### config.mk
export PLATFORM = sky130hd
export DESIGN_NAME = lidar_tdc_top
export DESIGN_NICKNAME = d
export VERILOG_FILES = /design/src/verilog/lidar_pkg.sv /design/src/verilog/lidar_tdc_top.sv /design/src/verilog/result_fifo.sv /design/src/verilog/result_uart.sv /design/src/verilog/tdc_control.sv /design/src/verilog/tdc_spi_master.sv
export VERILOG_INCLUDE_DIRS = /design/src /design/src/verilog
export SDC_FILE = /design/constraint.sdc
export NUM_CORES = 1
export LEC_CHECK = 0
export ABC_AREA = 1
export BUFFER_PORTS_ARGS = -buffer_cell sky130_fd_sc_hd__buf_2
export CORE_UTILIZATION = 40
export CTS_CLUSTER_SIZE = 30
export DETAILED_ROUTE_END_ITERATION = 10
export PLACE_DENSITY = 0.65
export SYNTH_ARGS = -nofsm -noshare
export SYNTH_HDL_FRONTEND = slang
export SYNTH_HIERARCHICAL = 1
export SYNTH_SLANG_ARGS = --single-unit
### constraint.sdc
create_clock -name clk -period 4.2 [get_ports clk]
set_clock_uncertainty 0.2 [all_clocks]
set_input_delay 0.63 -clock clk [delete_from_list [all_inputs] [get_ports clk]]
set_output_delay 0.63 -clock clk [all_outputs]
set_load 0.01 [all_outputs]
### src/verilog/lidar_defs.svh
`ifndef LIDAR_DEFS_SVH
`define LIDAR_DEFS_SVH

// clk cycles between shot ticks
`define LIDAR_SHOT_DIV 4000

// half period of the tdc reference clock, in clk cycles
`define LIDAR_REF_DIV 2

// half period of the tdc spi clock
`define LIDAR_SPI_DIV 2

// clk cycles per uart bit
`define LIDAR_BAUD_DIV 16

// result fifo depth is 2**aw
`define LIDAR_FIFO_AW 3

// read of the TIME1 register, auto increment off
`define LIDAR_TDC_READ_CMD 8'h10

// cycles to wait for intb before the shot counts as missed
`define LIDAR_INTB_TIMEOUT 600

// start pulse width in clk cycles
`define LIDAR_START_LEN 4

`endif

### src/verilog/lidar_pkg.sv
`default_nettype none

package lidar_pkg;

  // 24-bit time of flight from the tdc
  typedef logic [23:0] tdc_time_t;
  // running shot number
  typedef logic [7:0] shot_id_t;
  typedef logic [7:0] spi_byte_t;

  // one queued measurement, shot number in the top byte
  typedef struct packed {
    shot_id_t  shot;
    tdc_time_t tdc_time;
  } tdc_result_t;

  // request into the spi byte engine
  typedef struct packed {
    logic      start;
    logic      hold_cs;
    spi_byte_t tx;
  } spi_req_t;

  typedef struct packed {
    logic      busy;
    spi_byte_t rx;
  } spi_rsp_t;

  typedef enum logic [2:0] {
    tdc_idle, tdc_fire, tdc_wait_intb, tdc_send_cmd, tdc_read_byte, tdc_push
  } tdc_state_t;

  typedef enum logic [1:0] {uart_idle, uart_start, uart_data, uart_stop} uart_state_t;

endpackage

`default_nettype wire

### src/verilog/lidar_tdc_top.sv
`timescale 1ns/1ps
`default_nettype none
`include "lidar_defs.svh"

module lidar_tdc_top
  import lidar_pkg::*;
#(
  parameter int shot_div = `LIDAR_SHOT_DIV
) (
  input  wire clk,
  input  wire rst,
  input  wire enable,
  input  wire pause,
  // active low from the tdc
  input  wire tdc_intb,
  input  wire tdc_dout,
  output wire tdc_enable,
  output wire tdc_start_signal,
  output wire tdc_ref_clock,
  output wire tdc_cs,
  output wire tdc_sck,
  output wire tdc_mosi,
  output wire serial_out
);

  spi_req_t    spi_req;
  spi_rsp_t    spi_rsp;
  tdc_result_t fifo_wr_data;
  tdc_result_t fifo_rd_data;
  logic        fifo_wr_en;
  logic        fifo_full;
  logic        fifo_rd_en;
  logic        fifo_empty;

  // shot timing and readout sequence
  tdc_control #(
    .shot_div(shot_div)
  ) u_tdc_control (
    .clk         (clk),
    .rst         (rst),
    .enable      (enable),
    .pause       (pause),
    .intb        (tdc_intb),
    .spi_rsp     (spi_rsp),
    .spi_req     (spi_req),
    .fifo_full   (fifo_full),
    .wr_en       (fifo_wr_en),
    .wr_data     (fifo_wr_data),
    .start_signal(tdc_start_signal),
    .ref_clock   (tdc_ref_clock),
    .tdc_enable  (tdc_enable)
  );

  tdc_spi_master u_tdc_spi_master (
    .clk (clk),
    .rst (rst),
    .req (spi_req),
    .rsp (spi_rsp),
    .miso(tdc_dout),
    .sck (tdc_sck),
    .mosi(tdc_mosi),
    .cs  (tdc_cs)
  );

  result_fifo u_result_fifo (
    .clk    (clk),
    .rst    (rst),
    .wr_en  (fifo_wr_en),
    .wr_data(fifo_wr_data),
    .full   (fifo_full),
    .rd_en  (fifo_rd_en),
    .rd_data(fifo_rd_data),
    .empty  (fifo_empty)
  );

  // four bytes per result on the serial line
  result_uart u_result_uart (
    .clk       (clk),
    .rst       (rst),
    .empty     (fifo_empty),
    .rd_data   (fifo_rd_data),
    .rd_en     (fifo_rd_en),
    .serial_out(serial_out)
  );

endmodule

`default_nettype wire

### src/verilog/result_fifo.sv
`timescale 1ns/1ps
`default_nettype none
`include "lidar_defs.svh"

module result_fifo
  import lidar_pkg::*;
(
  input  wire         clk,
  input  wire         rst,
  input  wire         wr_en,
  input  wire         tdc_result_t wr_data,
  output logic        full,
  input  wire         rd_en,
  output tdc_result_t rd_data,
  output logic        empty
);

  localparam int aw = `LIDAR_FIFO_AW;
  localparam int depth = 1 << aw;

  tdc_result_t mem [depth];
  logic [aw-1:0] wr_ptr;
  logic [aw-1:0] rd_ptr;
  logic [aw:0]   count;
  logic          do_wr;
  logic          do_rd;

  // ignore pushes when full and pops when empty
  assign do_wr = wr_en && !full;
  assign do_rd = rd_en && !empty;

  always_ff @(posedge clk) begin
    if (rst) begin
      wr_ptr <= '0;
      rd_ptr <= '0;
      count  <= '0;
    end else begin
      if (do_wr) wr_ptr <= wr_ptr + 1'b1;
      if (do_rd) rd_ptr <= rd_ptr + 1'b1;
      case ({do_wr, do_rd})
        2'b10: count <= count + 1'b1;
        2'b01: count <= count - 1'b1;
        default: ;
      endcase
    end
  end

  always_ff @(posedge clk) begin
    if (do_wr) mem[wr_ptr] <= wr_data;
  end

  // head word shown without a read cycle
  assign rd_data = mem[rd_ptr];
  assign full    = (count == (aw + 1)'(depth));
  assign empty   = (count == '0);

endmodule

`default_nettype wire

### src/verilog/result_uart.sv
`timescale 1ns/1ps
`default_nettype none
`include "lidar_defs.svh"

module result_uart
  import lidar_pkg::*;
(
  input  wire  clk,
  input  wire  rst,
  input  wire  empty,
  input  wire  tdc_result_t rd_data,
  output logic rd_en,
  output logic serial_out
);

  localparam int baud_div = `LIDAR_BAUD_DIV;
  localparam int baud_w = $clog2(baud_div + 1);

  uart_state_t       state;
  logic [baud_w-1:0] baud_cnt;
  logic [2:0]        bit_cnt;
  logic [1:0]        byte_cnt;
  logic [7:0]        data_sr;
  tdc_time_t         rest_sr;
  logic              baud_end;
  logic              last_byte;
  logic              pop;

  assign baud_end  = (baud_cnt == baud_w'(baud_div - 1));
  assign last_byte = (byte_cnt == 2'd3);
  // next word taken right after the last stop bit, no idle gap
  assign pop   = ((state == uart_idle) || (state == uart_stop && baud_end && last_byte))
                 && !empty;
  assign rd_en = pop;

  always_ff @(posedge clk) begin
    if (rst) begin
      state      <= uart_idle;
      baud_cnt   <= '0;
      bit_cnt    <= '0;
      byte_cnt   <= '0;
      serial_out <= 1'b1;
    end else begin
      baud_cnt <= (state == uart_idle || baud_end) ? '0 : baud_cnt + 1'b1;
      case (state)
        uart_idle: begin
          if (pop) begin
            serial_out <= 1'b0;
            byte_cnt   <= '0;
            state      <= uart_start;
          end
        end
        uart_start: begin
          if (baud_end) begin
            serial_out <= data_sr[0];
            bit_cnt    <= '0;
            state      <= uart_data;
          end
        end
        uart_data: begin
          // lsb first
          if (baud_end) begin
            if (bit_cnt == 3'd7) begin
              serial_out <= 1'b1;
              state      <= uart_stop;
            end else begin
              serial_out <= data_sr[1];
              bit_cnt    <= bit_cnt + 3'd1;
            end
          end
        end
        uart_stop: begin
          if (baud_end) begin
            if (!last_byte) begin
              serial_out <= 1'b0;
              byte_cnt   <= byte_cnt + 2'd1;
              state      <= uart_start;
            end else if (pop) begin
              serial_out <= 1'b0;
              byte_cnt   <= '0;
              state      <= uart_start;
            end else begin
              state <= uart_idle;
            end
          end
        end
        default: state <= uart_idle;
      endcase
    end
  end

  // shot byte first, then time high to low
  always_ff @(posedge clk) begin
    if (pop) begin
      data_sr <= rd_data.shot;
      rest_sr <= rd_data.tdc_time;
    end else if (state == uart_data && baud_end) begin
      data_sr <= data_sr >> 1;
    end else if (state == uart_stop && baud_end && !last_byte) begin
      data_sr <= rest_sr[23:16];
      rest_sr <= rest_sr << 8;
    end
  end

endmodule

`default_nettype wire

### src/verilog/tdc_control.sv
`timescale 1ns/1ps
`default_nettype none
`include "lidar_defs.svh"

module tdc_control
  import lidar_pkg::*;
#(
  parameter int shot_div = `LIDAR_SHOT_DIV
) (
  input  wire         clk,
  input  wire         rst,
  input  wire         enable,
  input  wire         pause,
  input  wire         intb,
  input  wire         spi_rsp_t spi_rsp,
  output spi_req_t    spi_req,
  input  wire         fifo_full,
  output logic        wr_en,
  output tdc_result_t wr_data,
  output logic        start_signal,
  output logic        ref_clock,
  output logic        tdc_enable
);

  localparam int ref_div = `LIDAR_REF_DIV;
  localparam int start_len = `LIDAR_START_LEN;
  localparam int timeout = `LIDAR_INTB_TIMEOUT;
  localparam int timer_max = (timeout > start_len) ? timeout : start_len;
  localparam int shot_w = $clog2(shot_div + 1);
  localparam int ref_w = $clog2(ref_div + 1);
  localparam int timer_w = $clog2(timer_max + 1);

  tdc_state_t         state;
  logic [shot_w-1:0]  shot_cnt;
  logic [ref_w-1:0]   ref_cnt;
  logic [timer_w-1:0] timer;
  logic [1:0]         intb_sync;
  logic [1:0]         byte_idx;
  logic               intb_low;
  logic               shot_run;
  logic               shot_tick;
  logic               spi_go;
  logic               spi_done;
  logic               spi_start;
  logic               spi_hold;
  spi_byte_t          spi_tx;
  shot_id_t           shot_id;
  tdc_time_t          meas_time;

  // intb comes straight from the tdc pin
  always_ff @(posedge clk) begin
    if (rst) begin
      intb_sync <= 2'b11;
    end else begin
      intb_sync <= {intb_sync[0], intb};
    end
  end
  assign intb_low = ~intb_sync[1];

  always_ff @(posedge clk) begin
    if (rst) begin
      tdc_enable <= 1'b0;
    end else begin
      tdc_enable <= enable;
    end
  end

  // reference clock, parked low while disabled
  always_ff @(posedge clk) begin
    if (rst || !enable) begin
      ref_cnt   <= '0;
      ref_clock <= 1'b0;
    end else if (ref_cnt == ref_w'(ref_div - 1)) begin
      ref_cnt   <= '0;
      ref_clock <= ~ref_clock;
    end else begin
      ref_cnt <= ref_cnt + 1'b1;
    end
  end

  // shot timer holds its count during pause
  assign shot_run  = enable && !pause;
  assign shot_tick = shot_run && (shot_cnt == shot_w'(shot_div - 1));

  always_ff @(posedge clk) begin
    if (rst) begin
      shot_cnt <= '0;
    end else if (shot_tick) begin
      shot_cnt <= '0;
    end else if (shot_run) begin
      shot_cnt <= shot_cnt + 1'b1;
    end
  end

  // byte finished once busy has been seen high and fell again
  assign spi_done = !spi_go && !spi_rsp.busy;

  always_ff @(posedge clk) begin
    if (rst) begin
      state        <= tdc_idle;
      timer        <= '0;
      byte_idx     <= '0;
      spi_go       <= 1'b0;
      spi_start    <= 1'b0;
      spi_hold     <= 1'b0;
      shot_id      <= '0;
      start_signal <= 1'b0;
    end else begin
      spi_start <= 1'b0;
      if (spi_go && spi_rsp.busy) begin
        spi_go <= 1'b0;
      end
      case (state)
        tdc_idle: begin
          // ticks outside idle are dropped
          if (shot_tick) begin
            start_signal <= 1'b1;
            timer        <= '0;
            state        <= tdc_fire;
          end
        end
        tdc_fire: begin
          if (timer == timer_w'(start_len - 1)) begin
            start_signal <= 1'b0;
            timer        <= '0;
            state        <= tdc_wait_intb;
          end else begin
            timer <= timer + 1'b1;
          end
        end
        tdc_wait_intb: begin
          if (intb_low) begin
            // command byte opens the frame
            spi_start <= 1'b1;
            spi_hold  <= 1'b1;
            spi_go    <= 1'b1;
            state     <= tdc_send_cmd;
          end else if (timer == timer_w'(timeout - 1)) begin
            // missed echo
            state <= tdc_push;
          end else begin
            timer <= timer + 1'b1;
          end
        end
        tdc_send_cmd: begin
          if (spi_done) begin
            spi_start <= 1'b1;
            spi_hold  <= 1'b1;
            spi_go    <= 1'b1;
            byte_idx  <= '0;
            state     <= tdc_read_byte;
          end
        end
        tdc_read_byte: begin
          if (spi_done) begin
            if (byte_idx == 2'd2) begin
              state <= tdc_push;
            end else begin
              // cs released after the third data byte
              spi_start <= 1'b1;
              spi_hold  <= (byte_idx != 2'd1);
              spi_go    <= 1'b1;
              byte_idx  <= byte_idx + 2'd1;
            end
          end
        end
        tdc_push: begin
          // stall here on a full fifo
          if (!fifo_full) begin
            shot_id <= shot_id + 1'b1;
            state   <= tdc_idle;
          end
        end
        default: state <= tdc_idle;
      endcase
    end
  end

  // measurement word and tx byte
  always_ff @(posedge clk) begin
    case (state)
      tdc_fire: meas_time <= '1;
      tdc_wait_intb: spi_tx <= `LIDAR_TDC_READ_CMD;
      tdc_send_cmd: spi_tx <= '0;
      tdc_read_byte: begin
        if (spi_done) begin
          meas_time <= {meas_time[15:0], spi_rsp.rx};
        end
      end
      default: ;
    endcase
  end

  assign spi_req = '{start: spi_start, hold_cs: spi_hold, tx: spi_tx};
  assign wr_en   = (state == tdc_push) && !fifo_full;
  assign wr_data = '{shot: shot_id, tdc_time: meas_time};

endmodule

`default_nettype wire

### src/verilog/tdc_spi_master.sv
`timescale 1ns/1ps
`default_nettype none
`include "lidar_defs.svh"

module tdc_spi_master
  import lidar_pkg::*;
(
  input  wire      clk,
  input  wire      rst,
  input  wire      spi_req_t req,
  output spi_rsp_t rsp,
  input  wire      miso,
  output logic     sck,
  output logic     mosi,
  output logic     cs
);

  localparam int half_div = `LIDAR_SPI_DIV;
  localparam int div_w = $clog2(half_div + 1);

  logic [div_w-1:0] div_cnt;
  logic [2:0]       bit_cnt;
  logic             busy;
  logic             hold;
  spi_byte_t        tx_sr;
  spi_byte_t        rx_sr;
  logic             half_end;

  // last clk of one sck half period
  assign half_end = (div_cnt == div_w'(half_div - 1));

  assign rsp.busy = busy;
  assign rsp.rx   = rx_sr;

  always_ff @(posedge clk) begin
    if (rst) begin
      busy    <= 1'b0;
      hold    <= 1'b0;
      div_cnt <= '0;
      bit_cnt <= '0;
      sck     <= 1'b0;
      cs      <= 1'b1;
      mosi    <= 1'b0;
    end else if (!busy) begin
      div_cnt <= '0;
      if (req.start) begin
        // cs drops with the first data bit, half period before sck rises
        busy    <= 1'b1;
        hold    <= req.hold_cs;
        cs      <= 1'b0;
        bit_cnt <= '0;
        mosi    <= req.tx[7];
      end
    end else if (half_end) begin
      div_cnt <= '0;
      sck     <= ~sck;
      if (sck) begin
        // falling edge
        if (bit_cnt == 3'd7) begin
          busy <= 1'b0;
          // keep the frame open for the next byte if asked
          cs   <= ~hold;
        end else begin
          bit_cnt <= bit_cnt + 3'd1;
          mosi    <= tx_sr[6];
        end
      end
    end else begin
      div_cnt <= div_cnt + 1'b1;
    end
  end

  // byte shift registers, msb first
  always_ff @(posedge clk) begin
    if (!busy && req.start) begin
      tx_sr <= req.tx;
    end else if (busy && half_end && sck) begin
      tx_sr <= {tx_sr[6:0], 1'b0};
    end
    // sample on rising sck
    if (busy && half_end && !sck) begin
      rx_sr <= {rx_sr[6:0], miso};
    end
  end

endmodule

`default_nettype wire
# --- Word-level counts from Yosys, hierarchy flattened ---
# Memories as Yosys holds them, arrays and structs flattened. A register that Yosys moved wholly into a read port is not among the register bits.
# Cells that the tools add are included.
totals:
  ramBits: 256
  out_inout_bits: 7
  word_cells: 257
  memories: 1
  input_bits: 6
  register_bits: 157
classes:
  n_bitwise: 5
  n_addsub: 14
  reduce_logical: 63
  muxes: 96
  n_eq_ne: 44
mem_list:
  columns: ["memory", "words", "word_bits", "read_ports", "rd_clocked_by_memory_dff", "wr", "line", "source"]
  rows:
  - ["u_result_fifo.mem", 8, 32, 1, 1, 1, "result_fifo.sv:21", "tdc_result_t mem [depth];"]
op_table:
  columns: ["cell", "n"]
  rows:
  - ["two-way mux 24 bit", 4]
  - ["two-way mux 3 bit", 18]
  - ["one-hot mux 24 bit (2 select lines)", 1]
  - ["two-way mux 10 bit", 4]
  - ["two-way mux 1 bit", 39]
  - ["one-hot mux 10 bit (3 select lines)", 1]
  - ["two-way mux 2 bit", 12]
  - ["two-way mux 8 bit", 3]
  - ["inequality test 2 x 1 -> 1 bit, second input constant", 12]
  - ["inequality test 2 bit, second input constant", 10]
  - ["AND reduction 4 bit", 5]
  - ["nonzero test 2 bit", 10]
  - ["one-hot mux 3 bit (6 select lines)", 1]
  - ["logical AND 1 bit", 16]
  - ["one-hot mux 8 bit (2 select lines)", 1]
  - ["two-way mux 7 bit", 2]
  - ["adder 12 x 1 -> 12 bit, second input constant", 1]
  - ["adder 3 x 1 -> 3 bit, second input constant", 4]
  - ["equality test 12 bit, second input constant", 1]
  - ["equality test 3 bit, second input constant", 4]
  - ["AND reduction 2 bit", 6]
  - ["adder 10 x 1 -> 10 bit, second input constant", 1]
  - ["equality test 10 bit, second input constant", 1]
  - ["equality test 10 x 2 -> 1 bit, second input constant", 1]
  - ["31 further kinds", 64]

# --- Logic depth before layout (Yosys ltp) ---
depth:
  depth_word: 9
  ltp_mapped: 22
  depth_no_buf: 20

# --- Hierarchy ---
# Netlist, hierarchy kept.
modules_own_cells:
  columns: ["module", "instances", "area_each_um2", "seq_area_each_um2", "cells_per_inst"]
  rows:
  - ["result_fifo", 1, 10630.2, 7947.6, 816]
  - ["tdc_control", 1, 3509.6, 1651.6, 429]
  - ["result_uart", 1, 2124.5, 1221.2, 236]
  - ["tdc_spi_master", 1, 1027.2, 650.6, 103]

# --- Worst setup path before layout ---
# No wires, ideal clock.
synth_timing:
  path_kind: "register -> register"
  from: "register u_result_uart.baud_cnt[0]"
  to: "register u_result_uart.rest_sr[0], enable pin"
  path_stages_with_launch: 8
  slack_ns: 0.806
  period_less_slack_ns: 3.394
  t_required_ns: 3.562
  n_path_buf: 1
  arrival_time_ns: 2.756
  setup_ns: 0.438
  path_cell_list: "dfxtp_1 ha_1 nand2_1 nor2_1 ha_1 buf_4 nand3b_1 o21ai_0"
synth_via:
  elab_chain_cells: 7
  elab_cells_between_ends: 10
  cone_classes: "eq/ne (2); reduce/logical (8)"
synth_rtl:
  columns: ["item", "line", "source"]
  rows:
  - ["from (decl)", "result_uart.sv:20", "logic [baud_w-1:0] baud_cnt;"]
  - ["from (signal assigned)", "result_uart.sv:44", "baud_cnt <= (state == uart_idle || baud_end) ? '0 : baud_cnt + 1'b1;"]
  - ["equality test 5 x 4 -> 1 bit (*)", "result_uart.sv:29", "assign baud_end = (baud_cnt == baud_w'(baud_div - 1));"]
  - ["logical AND 1 bit", "result_uart.sv:32, result_uart.sv:99", null]
  - ["logical AND 1 bit", "result_uart.sv:32", "assign pop = ((state == uart_idle) || (state == uart_stop && baud_end && last_byte))"]
  - ["logical OR 1 bit", "result_uart.sv:32", null]
  - ["logical AND 1 bit", "result_uart.sv:33", "&& !empty;"]
  - ["inequality test 2 bit (no source line) / nonzero test 2 bit (equally long branches)", null, null]
  - ["AND reduction 2 bit (no source line) (*)", null, null]
  - ["to (signal assigned)", "result_uart.sv:96", "rest_sr <= rd_data.tdc_time;"]
  - ["to (signal assigned)", "result_uart.sv:101", "rest_sr <= rest_sr << 8;"]
  - ["to (decl)", "result_uart.sv:24", "tdc_time_t rest_sr;"]
# Mark *: on every way between the ends. The rest lies on a longest branch, timed or not.
# A chain may end at the register's enable or synchronous reset.

# --- Worst setup path after layout ---
layout_timing:
  from: "register u_result_fifo.count[1]"
  to: "memory u_result_fifo/mem[0][8] (netlist bit), enable pin"
layout_via:
  elab_chain_cells: 6
layout_rtl:
  columns: ["item", "line", "source"]
  rows:
  - ["from (decl)", "result_fifo.sv:24", "logic [aw:0] count;"]
  - ["from (signal assigned)", "result_fifo.sv:41", "2'b10: count <= count + 1'b1;"]
  - ["from (signal assigned)", "result_fifo.sv:42", "2'b01: count <= count - 1'b1;"]
  - ["equality test 4 bit", "result_fifo.sv:54", "assign full = (count == (aw + 1)'(depth));"]
  - ["named net fifo_full", "lidar_tdc_top.sv:31", "logic fifo_full;"]
  - ["logical NOT 1 bit", null, null]
  - ["logical AND 1 bit", "tdc_control.sv:195", "assign wr_en = (state == tdc_push) && !fifo_full;"]
  - ["named net fifo_wr_en", "lidar_tdc_top.sv:30", "logic fifo_wr_en;"]
  - ["logical AND 1 bit", "result_fifo.sv:29", "assign do_wr = wr_en && !full;"]
  - ["two-way mux 1 bit", "result_fifo.sv:49", "if (do_wr) mem[wr_ptr] <= wr_data;"]
  - ["two-way mux 1 bit (not written as such)", "result_fifo.sv:49", null]
  - ["to (decl)", "result_fifo.sv:21", null]
# The timed path passes the listed nets, and every way through them passes these cells.

==> impl_metrics.tcl <==
set metrics [dict create \
    max_freq_mhz 329 \
    final_common_cell "edfxtp_1" \
    synthAdderAreaFrac_pct 1.81 \
    muxShareOfSynthArea_pct 1.85 \
    drv_slew 0 \
    viasPerCell 4.95 \
    final.setup.tns_ps 0 \
    n_fill_cell 3789 \
    ir_drop_mv 0.258 \
    synth-compound-area-share_pct 7.60 \
    grt-busiest-layer "met2" \
    synth_top_family_by_area "simple AND/OR/NAND/NOR gates" \
    drt-initial-drc-count 773 \
    worst_setup_path_start_kind "flop" \
    synth_area_per_cell_sq_um 10.9 \
    utilization_pct 45.9 \
    syn_inst 1584 \
    fp-row-count 75 \
    grt_pass1_vias 10700 \
    grt_use_total_pct 16.0 \
    path_max_fanout 17 \
    period_needed_ps 3040 \
    leakage_nw 6.84 \
    hold_viol_final 0 \
    path_clk_slew_ps 60 \
    grt_setup_unrepaired "no" \
    crit_type "reg2reg" \
    initial_core_util_pct 40.9 \
    cpMaxStageDelayCell "nor2_4" \
    dp_slack_ps 1170 \
    antenna_found_initial 0 \
    use_met3_pct 2.32 \
    nets 1630 \
    route.detailed.drc 0 \
    gr-total-overflow 0 \
    num_antenna_cells 0 \
    htreeDepth 2 \
    grt_pass1_wl_um 56200 \
    routed_wl_um 34500 \
    critical_path.max_stage_delay_ps 630 \
    status "finished clean" \
    cts_tree "built" \
    path_buf_inv 2 \
    grtUsageMet2_pct 27.7 \
    layout_common_cells "edfxtp_1, nand2_1, nor2_1" \
    post_cts_buffers 0 \
    synth_edf_count 328 \
    finalPower_w 0.0108 \
    syn-cell-area_sq_um 17300 \
    vias 10900 \
    ys.flop_type "edfxtp_1" \
    numCtsBuffers 43 \
    layout_setup_ws_ps 1160 \
    wl_per_cell_um 15.6 \
    synth_seq_cells 409 \
    yosys.area_share.xor_xnor_pct 0.456 \
    gp_congestion 0.813 \
    max-slew-margin-rel_pct 22.2 \
    area_growth_pct 12.4 \
    post_cts_resized 0 \
    grt_max_degree 117 \
    synth_cell_types 51 \
    cts_sinks 409 \
    io_pins 13 \
    setup_viol 0 \
    power.density_nw_per_um2 554 \
    use_met1_pct 20.9 \
    place.port_buffers 12 \
    clk_path_buf_depth 3 \
    die-area_sq_um 44100 \
    core_sq_um 42300 \
    cpLargestDelayFamily "simple AND/OR/NAND/NOR gates" \
    die_w_um 210 \
    maxCapViolations 0 \
    cts-root-buf "clkbuf_16" \
    max_slew.worst_pin.slew_ps 1170 \
    path_common_cell "nand3_1" \
    drive_gt1_share_pct 10.9 \
    ys_async_sr_fraction_pct 0 \
    timing.final.crit_share_pct 72.4 \
    synth.yosys.warnings 6 \
    dr.pass1.iters 5 \
    ant_nets 0 \
    seq_area_frac_synth_pct 66.3 \
    cts_hold_buf 0 \
    synth-simple-area-share_pct 17.1 \
    dp_hpwl_um 20500 \
    path_cells "nor2_1 -> nand3_1 -> inv_1 -> nor3_4 -> nand3_1 -> nor2_4 -> buf_4" \
    die_h_um 210 \
    worstPathRequired_ps 4220 \
    clk_latency_ps 530 \
    hp-class "in2reg" \
    crit_arrival_ps 3060 \
    end_kind "flop" \
]
-- cells by family (layout without fill, tap and decap cells) --
| logic type | count (synthesis) | in the layout |
|---|---|---|
| adder cells (fa/ha/maj) | 25 | 25 |
| AO/OA/AOI/OAI | 249 | 249 |
| XOR/XNOR | 9 | 9 |
| AND/OR/NAND/NOR | 684 | 684 |
| flip-flops | 409 | 409 |
| buffers and inverters | 175 | 216 |
| other | 1 | 7 |
| multiplexers | 32 | 32 |
-- per-layer routing --
metal / part of all wire (%) / vias to the layer above / routed length (um)
met5: 0 / - / 0
met4: 1.9 / 0 / 663
met3: 4.9 / 44 / 1700
met2: 49 / 231 / 16900
met1: 44 / 5232 / 15200
li1: - / 5430 / -
-- flip-flops by register name, summed over array words and instances (netlist names), 4 cells and up, named ones only --
signal and cells:
u_result_uart/data_sr 8, u_tdc_control/timer 10, u_tdc_control/meas_time 24, u_result_fifo/mem 256, u_result_uart/baud_cnt 5, u_tdc_control/shot_cnt 12
u_tdc_spi_master/tx_sr 7, u_result_fifo/count 4, u_result_uart/rest_sr 24, u_tdc_spi_master/rx_sr 8, u_tdc_control/shot_id 8
-- synth_stat cells (3+ instances only) --
library cell | instances | area [sq um]
o22ai_1 | 32 | 200
clkbuf_1 | 22 | 82.6
nor2_8 | 3 | 60.1
nand4_1 | 4 | 25.0
mux2i_1 | 32 | 320
nand2_2 | 5 | 31.3
o21ai_0 | 135 | 676
buf_1 | 4 | 15.0
buf_4 | 19 | 143
nand3_1 | 55 | 275
ha_1 | 25 | 313
nor2_1 | 224 | 841
inv_4 | 3 | 18.8
inv_2 | 10 | 37.5
a21oi_1 | 49 | 245
o21ai_1 | 23 | 115
nor3_1 | 15 | 75.1
nand3_2 | 3 | 30.0
nand2_1 | 325 | 1220
edfxtp_1 | 328 | 9850
buf_2 | 15 | 75.1
nand2_4 | 4 | 45.0
inv_1 | 89 | 334
xor2_1 | 4 | 35.0
xnor2_1 | 5 | 43.8
nor3b_1 | 4 | 30.0
nor2_4 | 3 | 33.8
nor2_2 | 4 | 25.0
dfxtp_1 | 81 | 1620
or2_2 | 25 | 156
clkbuf_2 | 5 | 25.0
buf_6 | 3 | 33.8
-- through the flow --
| stage | hold WS (ps) | area (sq um) | std cells |
|---|---|---|---|
| finish | 80.5 | 19400 | 2208 |
| global route | 68.2 | 19400 | 2208 |
| CTS | 53.8 | 19400 | 2208 |
| detailed placement | 204 | 17900 | 2131 |
| global placement | 197 | 17900 | 2131 |
| floorplan | 189 | 17300 | 1590 |
-- layout make-up --
type	count	area, sq um	area share [%]
Multi-Input combinational cell	1006	5070	26.1
Sequential cell	409	11500	59.1
Clock buffer	53	1160	5.95
Timing Repair Buffer	36	253	1.30
Clock inverter	24	352	1.81
Inverter	103	394	2.03
Tap cell	577	722	3.72
-- final timing paths --
path | startpoint | end | slack [ps] | cells past startpoint
hold / removal | tdc_dout | u_tdc_spi_master/rx_sr[0] | 80 | 1
setup reg to reg | u_result_fifo/count[1] | u_result_fifo/mem[0][8] | 1160 | 7
hold reg to reg | u_tdc_control/intb_sync[0] | u_tdc_control/intb_sync[1] | 220 | 1
setup / recovery | u_result_fifo/count[1] | u_result_fifo/mem[0][8] | 1160 | 7
-- report_power, final --
part | total [W] | switching [W] | internal (W)
clock | 0.00401 | 0.00151 | 0.00251
combinational | 0.00179 | 0.00126 | 0.000528
sequential | 0.00496 | 0.000180 | 0.00478
Note: power is estimated with default switching activity, not from simulation.
